**src/verilog/dac_sys_pkg.sv**
```systemverilog
package dac_sys_pkg;

    localparam int BATCH_SAMPLES = 4;
    localparam int NUM_REGS      = 8;
    localparam int MAX_SCALE     = 15;
    localparam int CAP_DEPTH     = 8;
    localparam int DAC_CREDITS   = 4;

    typedef logic [15:0] sample_t;
    typedef sample_t [BATCH_SAMPLES-1:0] batch_t;
    typedef logic [15:0] reg_data_t;
    typedef logic [2:0] reg_addr_t;
    typedef reg_data_t [NUM_REGS-1:0] reg_vec_t;
    typedef logic [3:0] burst_t;  // 0 means unlimited
    typedef logic [$clog2(DAC_CREDITS):0] credit_t;
    typedef logic [$clog2(CAP_DEPTH)-1:0] cap_addr_t;

    // register map
    localparam reg_addr_t REG_RST       = 3'd0;
    localparam reg_addr_t REG_HALT      = 3'd1;
    localparam reg_addr_t REG_BURST     = 3'd2;
    localparam reg_addr_t REG_SCALE     = 3'd3;
    localparam reg_addr_t REG_SEED      = 3'd4;
    localparam reg_addr_t REG_CAP_ARM   = 3'd5;
    localparam reg_addr_t REG_CAP_DATA  = 3'd6;  // written by capture_buf
    localparam reg_addr_t REG_CAP_VALID = 3'd7;  // written by capture_buf, no flag

    typedef struct packed {
        logic      wr;
        logic      rd;
        reg_addr_t addr;
        reg_data_t wdata;
    } host_req_t;

    typedef struct packed {
        logic      valid;
        reg_data_t rdata;
    } host_rsp_t;

    typedef struct packed {
        logic   valid;
        batch_t batch;
    } dac_out_t;

endpackage
```
**src/verilog/dac_sys.sv**
```systemverilog
module dac_sys import dac_sys_pkg::*; (
    input  logic      clk,
    input  logic      rst,
    input  host_req_t host_req,
    output host_rsp_t host_rsp,
    input  logic      dac_credit,
    output dac_out_t  dac_out
);

    reg_vec_t            values;
    logic [NUM_REGS-1:0] fresh;
    logic [NUM_REGS-1:0] rd_strobe;
    logic                soft_rst;
    logic                blk_rst;
    logic                halt;
    logic [3:0]          scale;
    burst_t              burst;
    sample_t             seed;
    logic                seed_load;
    logic                cap_arm;
    logic                host_pulled;
    logic                cap_data_wr;
    logic                cap_valid_wr;
    reg_data_t           cap_data_wd;
    reg_data_t           cap_valid_wd;

    assign blk_rst = rst || soft_rst;  // register storage keeps rst only

    // the host read that takes the capture data flag down
    assign host_pulled = host_req.rd
                         && host_req.addr == REG_CAP_DATA
                         && fresh[REG_CAP_DATA];

    reg_map u_reg_map (
        .clk          (clk),
        .rst          (rst),
        .host_req     (host_req),
        .host_rsp     (host_rsp),
        .values       (values),
        .fresh        (fresh),
        .rd_strobe    (rd_strobe),
        .cap_data_wr  (cap_data_wr),
        .cap_valid_wr (cap_valid_wr),
        .cap_data_wd  (cap_data_wd),
        .cap_valid_wd (cap_valid_wd)
    );

    sys_ctrl u_sys_ctrl (
        .clk       (clk),
        .rst       (blk_rst),
        .values    (values),
        .fresh     (fresh),
        .rd_strobe (rd_strobe),
        .dac_valid (dac_out.valid),
        .soft_rst  (soft_rst),
        .halt      (halt),
        .scale     (scale),
        .burst     (burst),
        .seed      (seed),
        .seed_load (seed_load),
        .cap_arm   (cap_arm)
    );

    batch_source u_batch_source (
        .clk        (clk),
        .rst        (blk_rst),
        .halt       (halt),
        .scale      (scale),
        .seed       (seed),
        .seed_load  (seed_load),
        .dac_credit (dac_credit),
        .dac_out    (dac_out)
    );

    capture_buf u_capture_buf (
        .clk          (clk),
        .rst          (blk_rst),
        .arm          (cap_arm),
        .burst        (burst),
        .dac_out      (dac_out),
        .host_pulled  (host_pulled),
        .cap_data_wr  (cap_data_wr),
        .cap_valid_wr (cap_valid_wr),
        .cap_data_wd  (cap_data_wd),
        .cap_valid_wd (cap_valid_wd)
    );

endmodule

```
**src/verilog/capture_buf.sv**
```systemverilog
module capture_buf import dac_sys_pkg::*; (
    input  logic      clk,
    input  logic      rst,
    input  logic      arm,
    input  burst_t    burst,
    input  dac_out_t  dac_out,
    input  logic      host_pulled,
    output logic      cap_data_wr,
    output logic      cap_valid_wr,
    output reg_data_t cap_data_wd,
    output reg_data_t cap_valid_wd
);

    typedef enum logic [1:0] {C_SEND, C_WRITE_WAIT, C_POLL} deliver_state_t;

    deliver_state_t state;
    sample_t        mem [CAP_DEPTH];
    logic           armed;
    burst_t         cap_len;
    burst_t         wr_cnt;   // samples captured since arm
    burst_t         rd_ptr;   // samples handed to host

    // hand over the next sample once it has been captured
    assign cap_data_wr  = (state == C_SEND) && (rd_ptr != wr_cnt);
    assign cap_data_wd  = reg_data_t'(mem[cap_addr_t'(rd_ptr)]);
    // valid drops as soon as the host pulls, rises again with the next sample
    assign cap_valid_wr = cap_data_wr || (state == C_POLL && host_pulled);
    assign cap_valid_wd = reg_data_t'(cap_data_wr);

    always_ff @(posedge clk) begin
        if (armed && dac_out.valid) begin
            mem[cap_addr_t'(wr_cnt)] <= dac_out.batch[0];
        end
    end

    always_ff @(posedge clk) begin
        if (rst) begin
            armed   <= 1'b0;
            cap_len <= '0;
            wr_cnt  <= '0;
            rd_ptr  <= '0;
            state   <= C_SEND;
        end else if (arm) begin
            armed   <= 1'b1;
            cap_len <= (burst == '0) ? burst_t'(CAP_DEPTH) : burst;
            wr_cnt  <= '0;
            rd_ptr  <= '0;
            state   <= C_SEND;
        end else begin
            if (armed && dac_out.valid) begin
                wr_cnt <= wr_cnt + 1'b1;
                if (wr_cnt + 1'b1 == cap_len) armed <= 1'b0;  // buffer done
            end

            case (state)
                C_SEND: begin
                    if (cap_data_wr) begin
                        rd_ptr <= rd_ptr + 1'b1;
                        state  <= C_WRITE_WAIT;
                    end
                end
                C_WRITE_WAIT: state <= C_POLL;  // let the fresh flag rise
                default: begin
                    if (host_pulled) state <= C_SEND;
                end
            endcase
        end
    end

endmodule

```
**src/verilog/batch_source.sv**
```systemverilog
module batch_source import dac_sys_pkg::*; (
    input  logic       clk,
    input  logic       rst,
    input  logic       halt,
    input  logic [3:0] scale,
    input  sample_t    seed,
    input  logic       seed_load,
    input  logic       dac_credit,
    output dac_out_t   dac_out
);

    sample_t count;    // sample 0 of the current batch
    credit_t credits;
    logic    send;

    assign send = (credits != '0) && !halt;

    always_comb begin
        dac_out.valid = send;
        for (int i = 0; i < BATCH_SAMPLES; i++) begin
            dac_out.batch[i] = sample_t'(count + sample_t'(i)) >> scale;
        end
    end

    always_ff @(posedge clk) begin
        if (rst) begin
            count   <= seed;  // restart from stored seed
            credits <= credit_t'(DAC_CREDITS);
        end else begin
            if (seed_load) begin
                count <= seed;
            end else if (send) begin
                count <= count + sample_t'(BATCH_SAMPLES);
            end

            case ({send, dac_credit})
                2'b10:   credits <= credits - 1'b1;
                2'b01:   credits <= credits + 1'b1;
                default: credits <= credits;  // none, or one out and one back
            endcase
        end
    end

    // DAC must not hand back more credits than it was given
    a_credit_bound: assert property (
        @(posedge clk) disable iff (rst) credits <= DAC_CREDITS
    );

endmodule

```
**src/verilog/sys_ctrl.sv**
```systemverilog
module sys_ctrl import dac_sys_pkg::*; (
    input  logic                clk,
    input  logic                rst,
    input  reg_vec_t            values,
    input  logic [NUM_REGS-1:0] fresh,
    output logic [NUM_REGS-1:0] rd_strobe,
    input  logic                dac_valid,
    output logic                soft_rst,
    output logic                halt,
    output logic [3:0]          scale,
    output burst_t              burst,
    output sample_t             seed,
    output logic                seed_load,
    output logic                cap_arm
);

    typedef enum logic [1:0] {R_IDLE, R_WAIT, R_FIRE} rst_state_t;
    typedef enum logic [1:0] {P_READ, P_WAIT, P_APPLY} param_state_t;

    rst_state_t                  rst_state;
    param_state_t                pstate [REG_HALT:REG_CAP_ARM];
    logic [REG_CAP_ARM:REG_HALT] apply;
    burst_t                      burst_cnt;
    logic                        burst_end;

    function automatic logic [3:0] clamp_scale(reg_data_t v);
        return (v > MAX_SCALE) ? 4'(MAX_SCALE) : v[3:0];
    endfunction

    function automatic burst_t clamp_burst(reg_data_t v);
        return (v > CAP_DEPTH) ? burst_t'(CAP_DEPTH) : v[3:0];
    endfunction

    always_comb begin
        for (int r = REG_HALT; r <= REG_CAP_ARM; r++) begin
            apply[r] = (pstate[r] == P_APPLY);
        end
    end

    assign soft_rst  = (rst_state == R_FIRE);
    assign seed      = values[REG_SEED];
    assign seed_load = apply[REG_SEED];
    assign cap_arm   = apply[REG_CAP_ARM] && values[REG_CAP_ARM] != '0;
    assign burst_end = dac_valid && burst != '0 && burst_cnt == burst - 1'b1;

    always_ff @(posedge clk) begin
        if (rst) begin
            rst_state <= R_IDLE;
            for (int r = REG_HALT; r <= REG_CAP_ARM; r++) begin
                pstate[r] <= P_READ;
            end
            rd_strobe <= '0;
            halt      <= 1'b0;
            burst_cnt <= '0;
            // scale and burst reload from the register map
            scale     <= clamp_scale(values[REG_SCALE]);
            burst     <= clamp_burst(values[REG_BURST]);
        end else begin
            rd_strobe <= '0;

            case (rst_state)
                R_IDLE: begin
                    if (fresh[REG_RST]) begin
                        rd_strobe[REG_RST] <= 1'b1;
                        rst_state          <= R_WAIT;
                    end
                end
                R_WAIT:  rst_state <= R_FIRE;
                default: rst_state <= R_IDLE;
            endcase

            // read, wait, apply for each parameter register
            for (int r = REG_HALT; r <= REG_CAP_ARM; r++) begin
                case (pstate[r])
                    P_READ: begin
                        if (fresh[r]) begin
                            rd_strobe[r] <= 1'b1;
                            pstate[r]    <= P_WAIT;
                        end
                    end
                    P_WAIT:  pstate[r] <= P_APPLY;
                    default: pstate[r] <= P_READ;
                endcase
            end

            if (apply[REG_SCALE]) scale <= clamp_scale(values[REG_SCALE]);

            if (apply[REG_BURST]) begin
                burst     <= clamp_burst(values[REG_BURST]);
                burst_cnt <= '0;
            end else if (dac_valid && burst != '0) begin
                burst_cnt <= burst_end ? '0 : burst_cnt + 1'b1;
            end

            if (apply[REG_HALT]) halt <= (values[REG_HALT] != '0);
            if (burst_end) halt <= 1'b1;  // stays up until host writes 0
        end
    end

    // no update pending, so scale holds the clamped register value
    a_scale_clamped: assert property (
        @(posedge clk) disable iff (rst)
        (pstate[REG_SCALE] == P_READ && !fresh[REG_SCALE])
            |-> scale == clamp_scale(values[REG_SCALE])
    );

endmodule

```
**src/verilog/reg_map.sv**
```systemverilog
module reg_map import dac_sys_pkg::*; (
    input  logic                clk,
    input  logic                rst,
    input  host_req_t           host_req,
    output host_rsp_t           host_rsp,
    output reg_vec_t            values,
    output logic [NUM_REGS-1:0] fresh,
    input  logic [NUM_REGS-1:0] rd_strobe,
    input  logic                cap_data_wr,
    input  logic                cap_valid_wr,
    input  reg_data_t           cap_data_wd,
    input  reg_data_t           cap_valid_wd
);

    logic      host_wr_ok;
    logic      host_pull;
    logic      rsp_valid;
    reg_data_t rsp_data;

    // capture registers are read only from the host side
    assign host_wr_ok = host_req.wr
                        && host_req.addr != REG_CAP_DATA
                        && host_req.addr != REG_CAP_VALID;
    assign host_pull  = host_req.rd && host_req.addr == REG_CAP_DATA;

    assign host_rsp = '{valid: rsp_valid, rdata: rsp_data};

    always_ff @(posedge clk) begin
        if (rst) begin
            values    <= '0;
            fresh     <= '0;
            rsp_valid <= 1'b0;
        end else begin
            rsp_valid <= host_req.rd;
            fresh     <= fresh & ~rd_strobe;
            if (host_pull) begin
                fresh[REG_CAP_DATA] <= 1'b0;  // host consumed the sample
            end
            if (host_wr_ok) begin
                values[host_req.addr] <= host_req.wdata;
                fresh[host_req.addr]  <= 1'b1;
            end
            if (cap_data_wr) begin
                values[REG_CAP_DATA] <= cap_data_wd;
                fresh[REG_CAP_DATA]  <= 1'b1;  // new sample wins over a pull
            end
            if (cap_valid_wr) begin
                values[REG_CAP_VALID] <= cap_valid_wd;
            end
        end
    end

    // read data lands one cycle after rd
    always_ff @(posedge clk) begin
        rsp_data <= values[host_req.addr];
    end

    a_host_one_op: assert property (
        @(posedge clk) disable iff (rst) !(host_req.wr && host_req.rd)
    );

endmodule

```
**config.mk**
```make
export PLATFORM = sky130hd
export DESIGN_NAME = dac_sys
export DESIGN_NICKNAME = d
export VERILOG_FILES = /design/src/verilog/dac_sys_pkg.sv /design/src/verilog/dac_sys.sv /design/src/verilog/capture_buf.sv /design/src/verilog/batch_source.sv /design/src/verilog/sys_ctrl.sv /design/src/verilog/reg_map.sv
export SDC_FILE = /design/constraint.sdc
export NUM_CORES = 1
export LEC_CHECK = 0
export BUFFER_PORTS_ARGS = -buffer_cell sky130_fd_sc_hd__buf_2
export CORE_MARGIN = 3
export CORE_UTILIZATION = 60
export DETAILED_ROUTE_END_ITERATION = 12
export PLACE_DENSITY = 0.79
export SETUP_SLACK_MARGIN = 0.2
export SYNTH_ARGS = -nofsm -noshare
export SYNTH_HDL_FRONTEND = slang
export SYNTH_SLANG_ARGS = --single-unit
```
**constraint.sdc**
```tcl
create_clock -name clk -period 4.1 [get_ports clk]
set_clock_uncertainty 0.2 [all_clocks]
set_input_delay 1.025 -clock clk [delete_from_list [all_inputs] [get_ports clk]]
set_output_delay 1.025 -clock clk [all_outputs]
set_load 0.005 [all_outputs]
```
## After elaboration in Yosys (flattened, before gate mapping)

Memories as Yosys holds them, arrays and structs flattened. A register that Yosys moved wholly into a read port is not among the register bits.
Cells that the tools add are included.

- $add $sub $neg: 10
- Magnitude comparators: 4
- Equality and inequality tests: 24
- Shifts and indexed selects: 4
- Muxes and demuxes: 108
- Bitwise gates (word level): 19
- Reductions and logical operators: 49

Operator list:

| cell | count |
|---|---|
| bitwise mux 128 bit | 1 |
| two-way mux 113 bit | 1 |
| two-way mux 16 bit | 6 |
| two-way mux 1 bit | 65 |
| >> shifter 16 x 4 -> 16 bit | 4 |
| binary-select mux 16 bit (select 3 bit) | 1 |
| demux 16 bit (select 3 bit) | 1 |
| two-way mux 2 bit | 18 |
| adder 16 x 2 -> 16 bit (second input constant) | 2 |
| greater-than comparator 16 x 4 -> 1 bit (second input constant) | 2 |
| two-way mux 4 bit | 8 |
| nonzero test 16 bit | 2 |
| OR reduction 2 bit | 9 |
| adder 16 x 1 -> 16 bit (second input constant) | 1 |
| adder 16 x 3 -> 16 bit (second input constant) | 1 |
| == test 2 x 1 -> 1 bit (second input constant) | 8 |
| == test 2 bit (second input constant) | 8 |
| nonzero test 2 bit | 8 |
| bitwise OR 1 bit | 15 |
| zero test 2 bit | 7 |
| adder 4 x 1 -> 4 bit (second input constant) | 3 |
| logical AND 1 bit | 12 |
| nonzero test 3 bit | 3 |
| AND 8 bit | 1 |
| other kinds (24) | 31 |

- Bits in registers: 210
- Memory bits (writable): 138
- Logic and storage cells: 247
- Memories kept: 2

Memories:

| name | words | width | rd ports | clocked after Yosys merged registers in | wr ports | RTL line | RTL |
|---|---|---|---|---|---|---|---|
| u_capture_buf.mem | 8 | 16 | 1 | 1 | 1 | capture_buf.sv:17 | `sample_t mem [CAP_DEPTH];` |
| u_sys_ctrl.pstate | 5 | 2 | 5 | 0 | 5 | sys_ctrl.sv:21 | `param_state_t pstate [REG_HALT:REG_CAP_ARM];` |

## Logic depth before layout (Yosys ltp)

An unclocked memory read counts as a cell.

- Depth after elaboration: 8
- Gate-level depth with buffers: 10
- Depth with buffers taken out: 8

## Hierarchy

From an unflattened synthesis, not the netlist that was laid out.

- Cell total of the unflattened synthesis: 1753
- Area, all modules: 18372.6 sq um

Modules (own cells, without submodules):

| module | instances | cells each | area an instance (sq um) |
|---|---|---|---|
| reg_map | 1 | 636 | 6211.0 |
| capture_buf | 1 | 301 | 5791.8 |
| batch_source | 1 | 668 | 4747.1 |
| sys_ctrl | 1 | 145 | 1606.5 |
| dac_sys | 1 | 3 | 16.3 |

## Worst setup path after synthesis

No wires, ideal clock.

- Path kind: register to output
- Start point: register u_batch_source.count[1]
- End point: output dac_out[17] (netlist bit)
- Arrival time: 2.342 ns
- Required time: 2.875 ns
- Setup slack: 0.533 ns
- Stages on the path, launching flop included: 9
- Path buffers: 1
- Cells stage by stage: edfxtp_1 -> ha_1 -> buf_2 -> nand4_4 -> nor4_4 -> xor2_1 -> a221oi_2 -> a221oi_1 -> a221o_1

RTL lines:

| element | RTL line | RTL |
|---|---|---|
| from (decl) | batch_source.sv:12 | `sample_t count;` |
| from (signal assigned) | batch_source.sv:33 | `count <= count + sample_t'(BATCH_SAMPLES);` |
| to (decl) | dac_sys.sv:7 | `output dac_out_t dac_out` |

==> impl_metrics.env <==
export IMPL_layout_worst_path_cycle_share=1.03
export IMPL_dr_total_vias=16400
export IMPL_crit_path_end_kind="output pin"
export IMPL_initialDrtViolationCount=2296
export IMPL_hold_ws_ps=256
export IMPL_final_layout_size_suffix_gt1_frac=0.307
export IMPL_pre_antenna_drt_iters=8
export IMPL_placement_io_buffers=105
export IMPL_min_from="u_reg_map.values[13]"
export IMPL_die_height_um=179
export IMPL_number_of_enable_flip_flop_cells_after_synthesis=162
export IMPL_detailedPlace_worstSlack_ps=153
export IMPL_drc=0
export IMPL_area_delta_synth_final_pct=25.5
export IMPL_finalWeightedCongestion=0.968
export IMPL_cts_buffers_inserted=36
export IMPL_power_leakage_nw=8.37
export IMPL_required_ps=2870
export IMPL_setup_violations=15
export IMPL_numPlacedInstances=2277
export IMPL_worst_slew_pin_transition_ps=1170
export IMPL_maxCapViolCount=0
export IMPL_r2r_start="u_capture_buf.wr_cnt[2]"
export IMPL_status="complete, but fails checks"
export IMPL_post_synth_top_area_cell="sky130_fd_sc_hd__edfxtp_1"
export IMPL_route_detailed_wl_per_inst_um=24.9
export IMPL_crit_path_max_fanout=8
export IMPL_ys_seq_elements=348
export IMPL_worstHoldPathType="flip-flop to flip-flop"
export IMPL_tritoncts="built"
export IMPL_post_layout_nonfiller_instances=2448
export IMPL_netlist_instances=1823
export IMPL_ys_async_sr_fraction=0
export IMPL_grt_start_max_net_pins=110
export IMPL_antenna_found_initial=1
export IMPL_critPathArrivalTime_ps=3000
export IMPL_detail_route_wirelength_mm=60.9
export IMPL_max_freq_mhz=237
export IMPL_diodes=0
export IMPL_cts_hold_buffers_added=0
export IMPL_num_rows=62
export IMPL_total_power_per_unit_cell_area_nw_per_um2=548
export IMPL_floorplan_die_width_um=179
export IMPL_most_frequent_cell_after_synthesis="sky130_fd_sc_hd__nand2_1"
export IMPL_synthesized_net_count=1858
export IMPL_first_global_vias=15700
export IMPL_postRouteAntennaNets=0
export IMPL_grt_setup_unrepaired="true"
export IMPL_grt_pass1_wl_mm=90.5
export IMPL_yosys_cell_types_count=78
export IMPL_fin_nets=2071
export IMPL_synth_area_per_cell_um2=9.86
export IMPL_floorplan_die_area_um2=32100
export IMPL_global_route_overflow_total=0
export IMPL_synth_flop_cell="sky130_fd_sc_hd__dfxtp_1"
export IMPL_setup_reg_to_reg_worst_slack_ps=1200
export IMPL_worstHoldEndpoint="u_reg_map.values[13]"
export IMPL_timing_worst_setup_path_type="flip-flop to output pin"
export IMPL_hold_path_cell_count=2
export IMPL_avgViaCountPerCell=6.69
export IMPL_path_clk_slew_ps=60
export IMPL_drv_slew=0
export IMPL_final_hold_viol_count=0
export IMPL_dp_final_hpwl_mm=39.3
export IMPL_clock_sinks=348
export IMPL_h_tree_levels=2
export IMPL_ioPinCount=106
export IMPL_initial_utilization=0.618
export IMPL_ys_top_cells_by_count="sky130_fd_sc_hd__nand2_1, sky130_fd_sc_hd__dfxtp_1, sky130_fd_sc_hd__a21oi_1"
export IMPL_reg2regPathDepth=7
export IMPL_worst_skew_pair_late_latency_ps=530
export IMPL_synth_top_cells_by_area="sky130_fd_sc_hd__edfxtp_1, sky130_fd_sc_hd__dfxtp_1, sky130_fd_sc_hd__mux4_2"
export IMPL_max_clock_path_buffers=3
export IMPL_worst_r2r_endpoint="u_reg_map.values[115]"
export IMPL_yosysTopAreaCellShare=0.271
export IMPL_violations="setup timing"
export IMPL_core_area_um2=29100
export IMPL_syn_area_um2=18000
export IMPL_cts_root_buffer_cell="sky130_fd_sc_hd__clkbuf_16"
export IMPL_fin_crit_ps=4220
export IMPL_track_usage=0.368
export IMPL_vdd_ir_drop_max_mv=0.480
export IMPL_slew_headroom=0.223
export IMPL_seq_area_frac_synth=0.478
export IMPL_yosys_warnings=0
export IMPL_postLayoutSetupSlackWorst_ps=-124
export IMPL_worst_setup_path_start_kind="flip-flop"
cell families (layout without fill, tap and decap cells):
kind of cell,Yosys count,count (layout),synth area share
mux,136,136,0.115
flops,348,348,0.478
simple gates,684,684,0.184
buf+inv,165,406,0.0369
compound gates,407,407,0.144
fa+ha+maj,11,11,0.00807
xor+xnor,72,72,0.0351
cells in the final DEF (no fill, tap or decap), drive strengths merged, types with 30 or more instances in the layout:
cell    count
mux2i      68
nor3       33
xor2       32
mux4       55
nand2b     32
clkbuf     45
xnor2      40
o21ai      59
a21oi     175
dfxtp     186
nor4       30
nor2      133
edfxtp    162
a211oi     40
buf       312
nand2     305
registers in the layout, summed over array words and instances, names as in the netlist, 6 cells and up, named ones only:
signal and cells:
u_reg_map.rsp_data 16, u_reg_map.values 128, u_capture_buf.mem 128, u_sys_ctrl.rd_strobe 6, u_sys_ctrl.pstate 10, u_reg_map.fresh 7
u_batch_source.count 16
report_power, final:
group          switching [W]  internal (W)  total [W]
Combinational        0.00278       0.00200    0.00478
Clock                0.00139       0.00196    0.00335
Sequential          0.000242       0.00399    0.00423
Total                0.00441       0.00795     0.0124
layer usage:
layer / track usage / share of wire / up-vias
li1: - / - / 7072
met1: 0.501 / 0.38 / 8012
met2: 0.596 / 0.48 / 1072
met3: 0.0618 / 0.10 / 209
met4: 0.138 / 0.042 / 2
met5: 0 / 0.00021 / -
cell type report:
type / instances / area [um2]
repair buffers: 312 / 2310
fillers: 1814 / 6530
clock inverters: 21 / 224
inverters: 28 / 120
multi-input cells: 1310 / 9830
clock buffers: 45 / 1010
well taps: 384 / 480
flip-flops and latches: 348 / 8590
worst max path at each step:
stage,start,end
final,u_batch_source.count[1],dac_out[49]
after global routing,u_batch_source.count[10],dac_out[32]
after CTS,u_batch_source.count[1],dac_out[32]
after detailed placement,u_batch_source.count[1],dac_out[50]
after global placement,u_batch_source.count[8],dac_out[52]
after floorplan,u_batch_source.count[1],dac_out[17]
critical path, stage by stage, from the launching register on:
cell and delay (ps):
sky130_fd_sc_hd__edfxtp_1 390, sky130_fd_sc_hd__buf_6 150, sky130_fd_sc_hd__inv_6 50, sky130_fd_sc_hd__ha_4 150, sky130_fd_sc_hd__nand4b_1 210, sky130_fd_sc_hd__buf_6 180
sky130_fd_sc_hd__buf_6 120, sky130_fd_sc_hd__nor3_4 200, sky130_fd_sc_hd__xnor2_4 180, sky130_fd_sc_hd__o211ai_1 140, sky130_fd_sc_hd__o211ai_1 350, sky130_fd_sc_hd__a22oi_1 170
sky130_fd_sc_hd__buf_2 160
repair_timing:
action,CTS,global route
resized for setup,117,143
buffers inserted,56,49
pin swaps,42,58
endpoints found under the setup margin,52,60
per-stage QoR:
step / util / setup TNS (ps) / power, W / area, um2
floorplan: - / 0 / 0.00648 / 18000
global placement: 0.663 / 0 / 0.00787 / 19300
detailed placement: 0.663 / 0 / 0.00791 / 19300
CTS: 0.740 / -136 / 0.0117 / 21500
global route: 0.776 / -2950 / 0.0128 / 22600
finish: 0.776 / -923 / 0.0124 / 22600
Note: power is estimated with default switching activity, not from simulation.
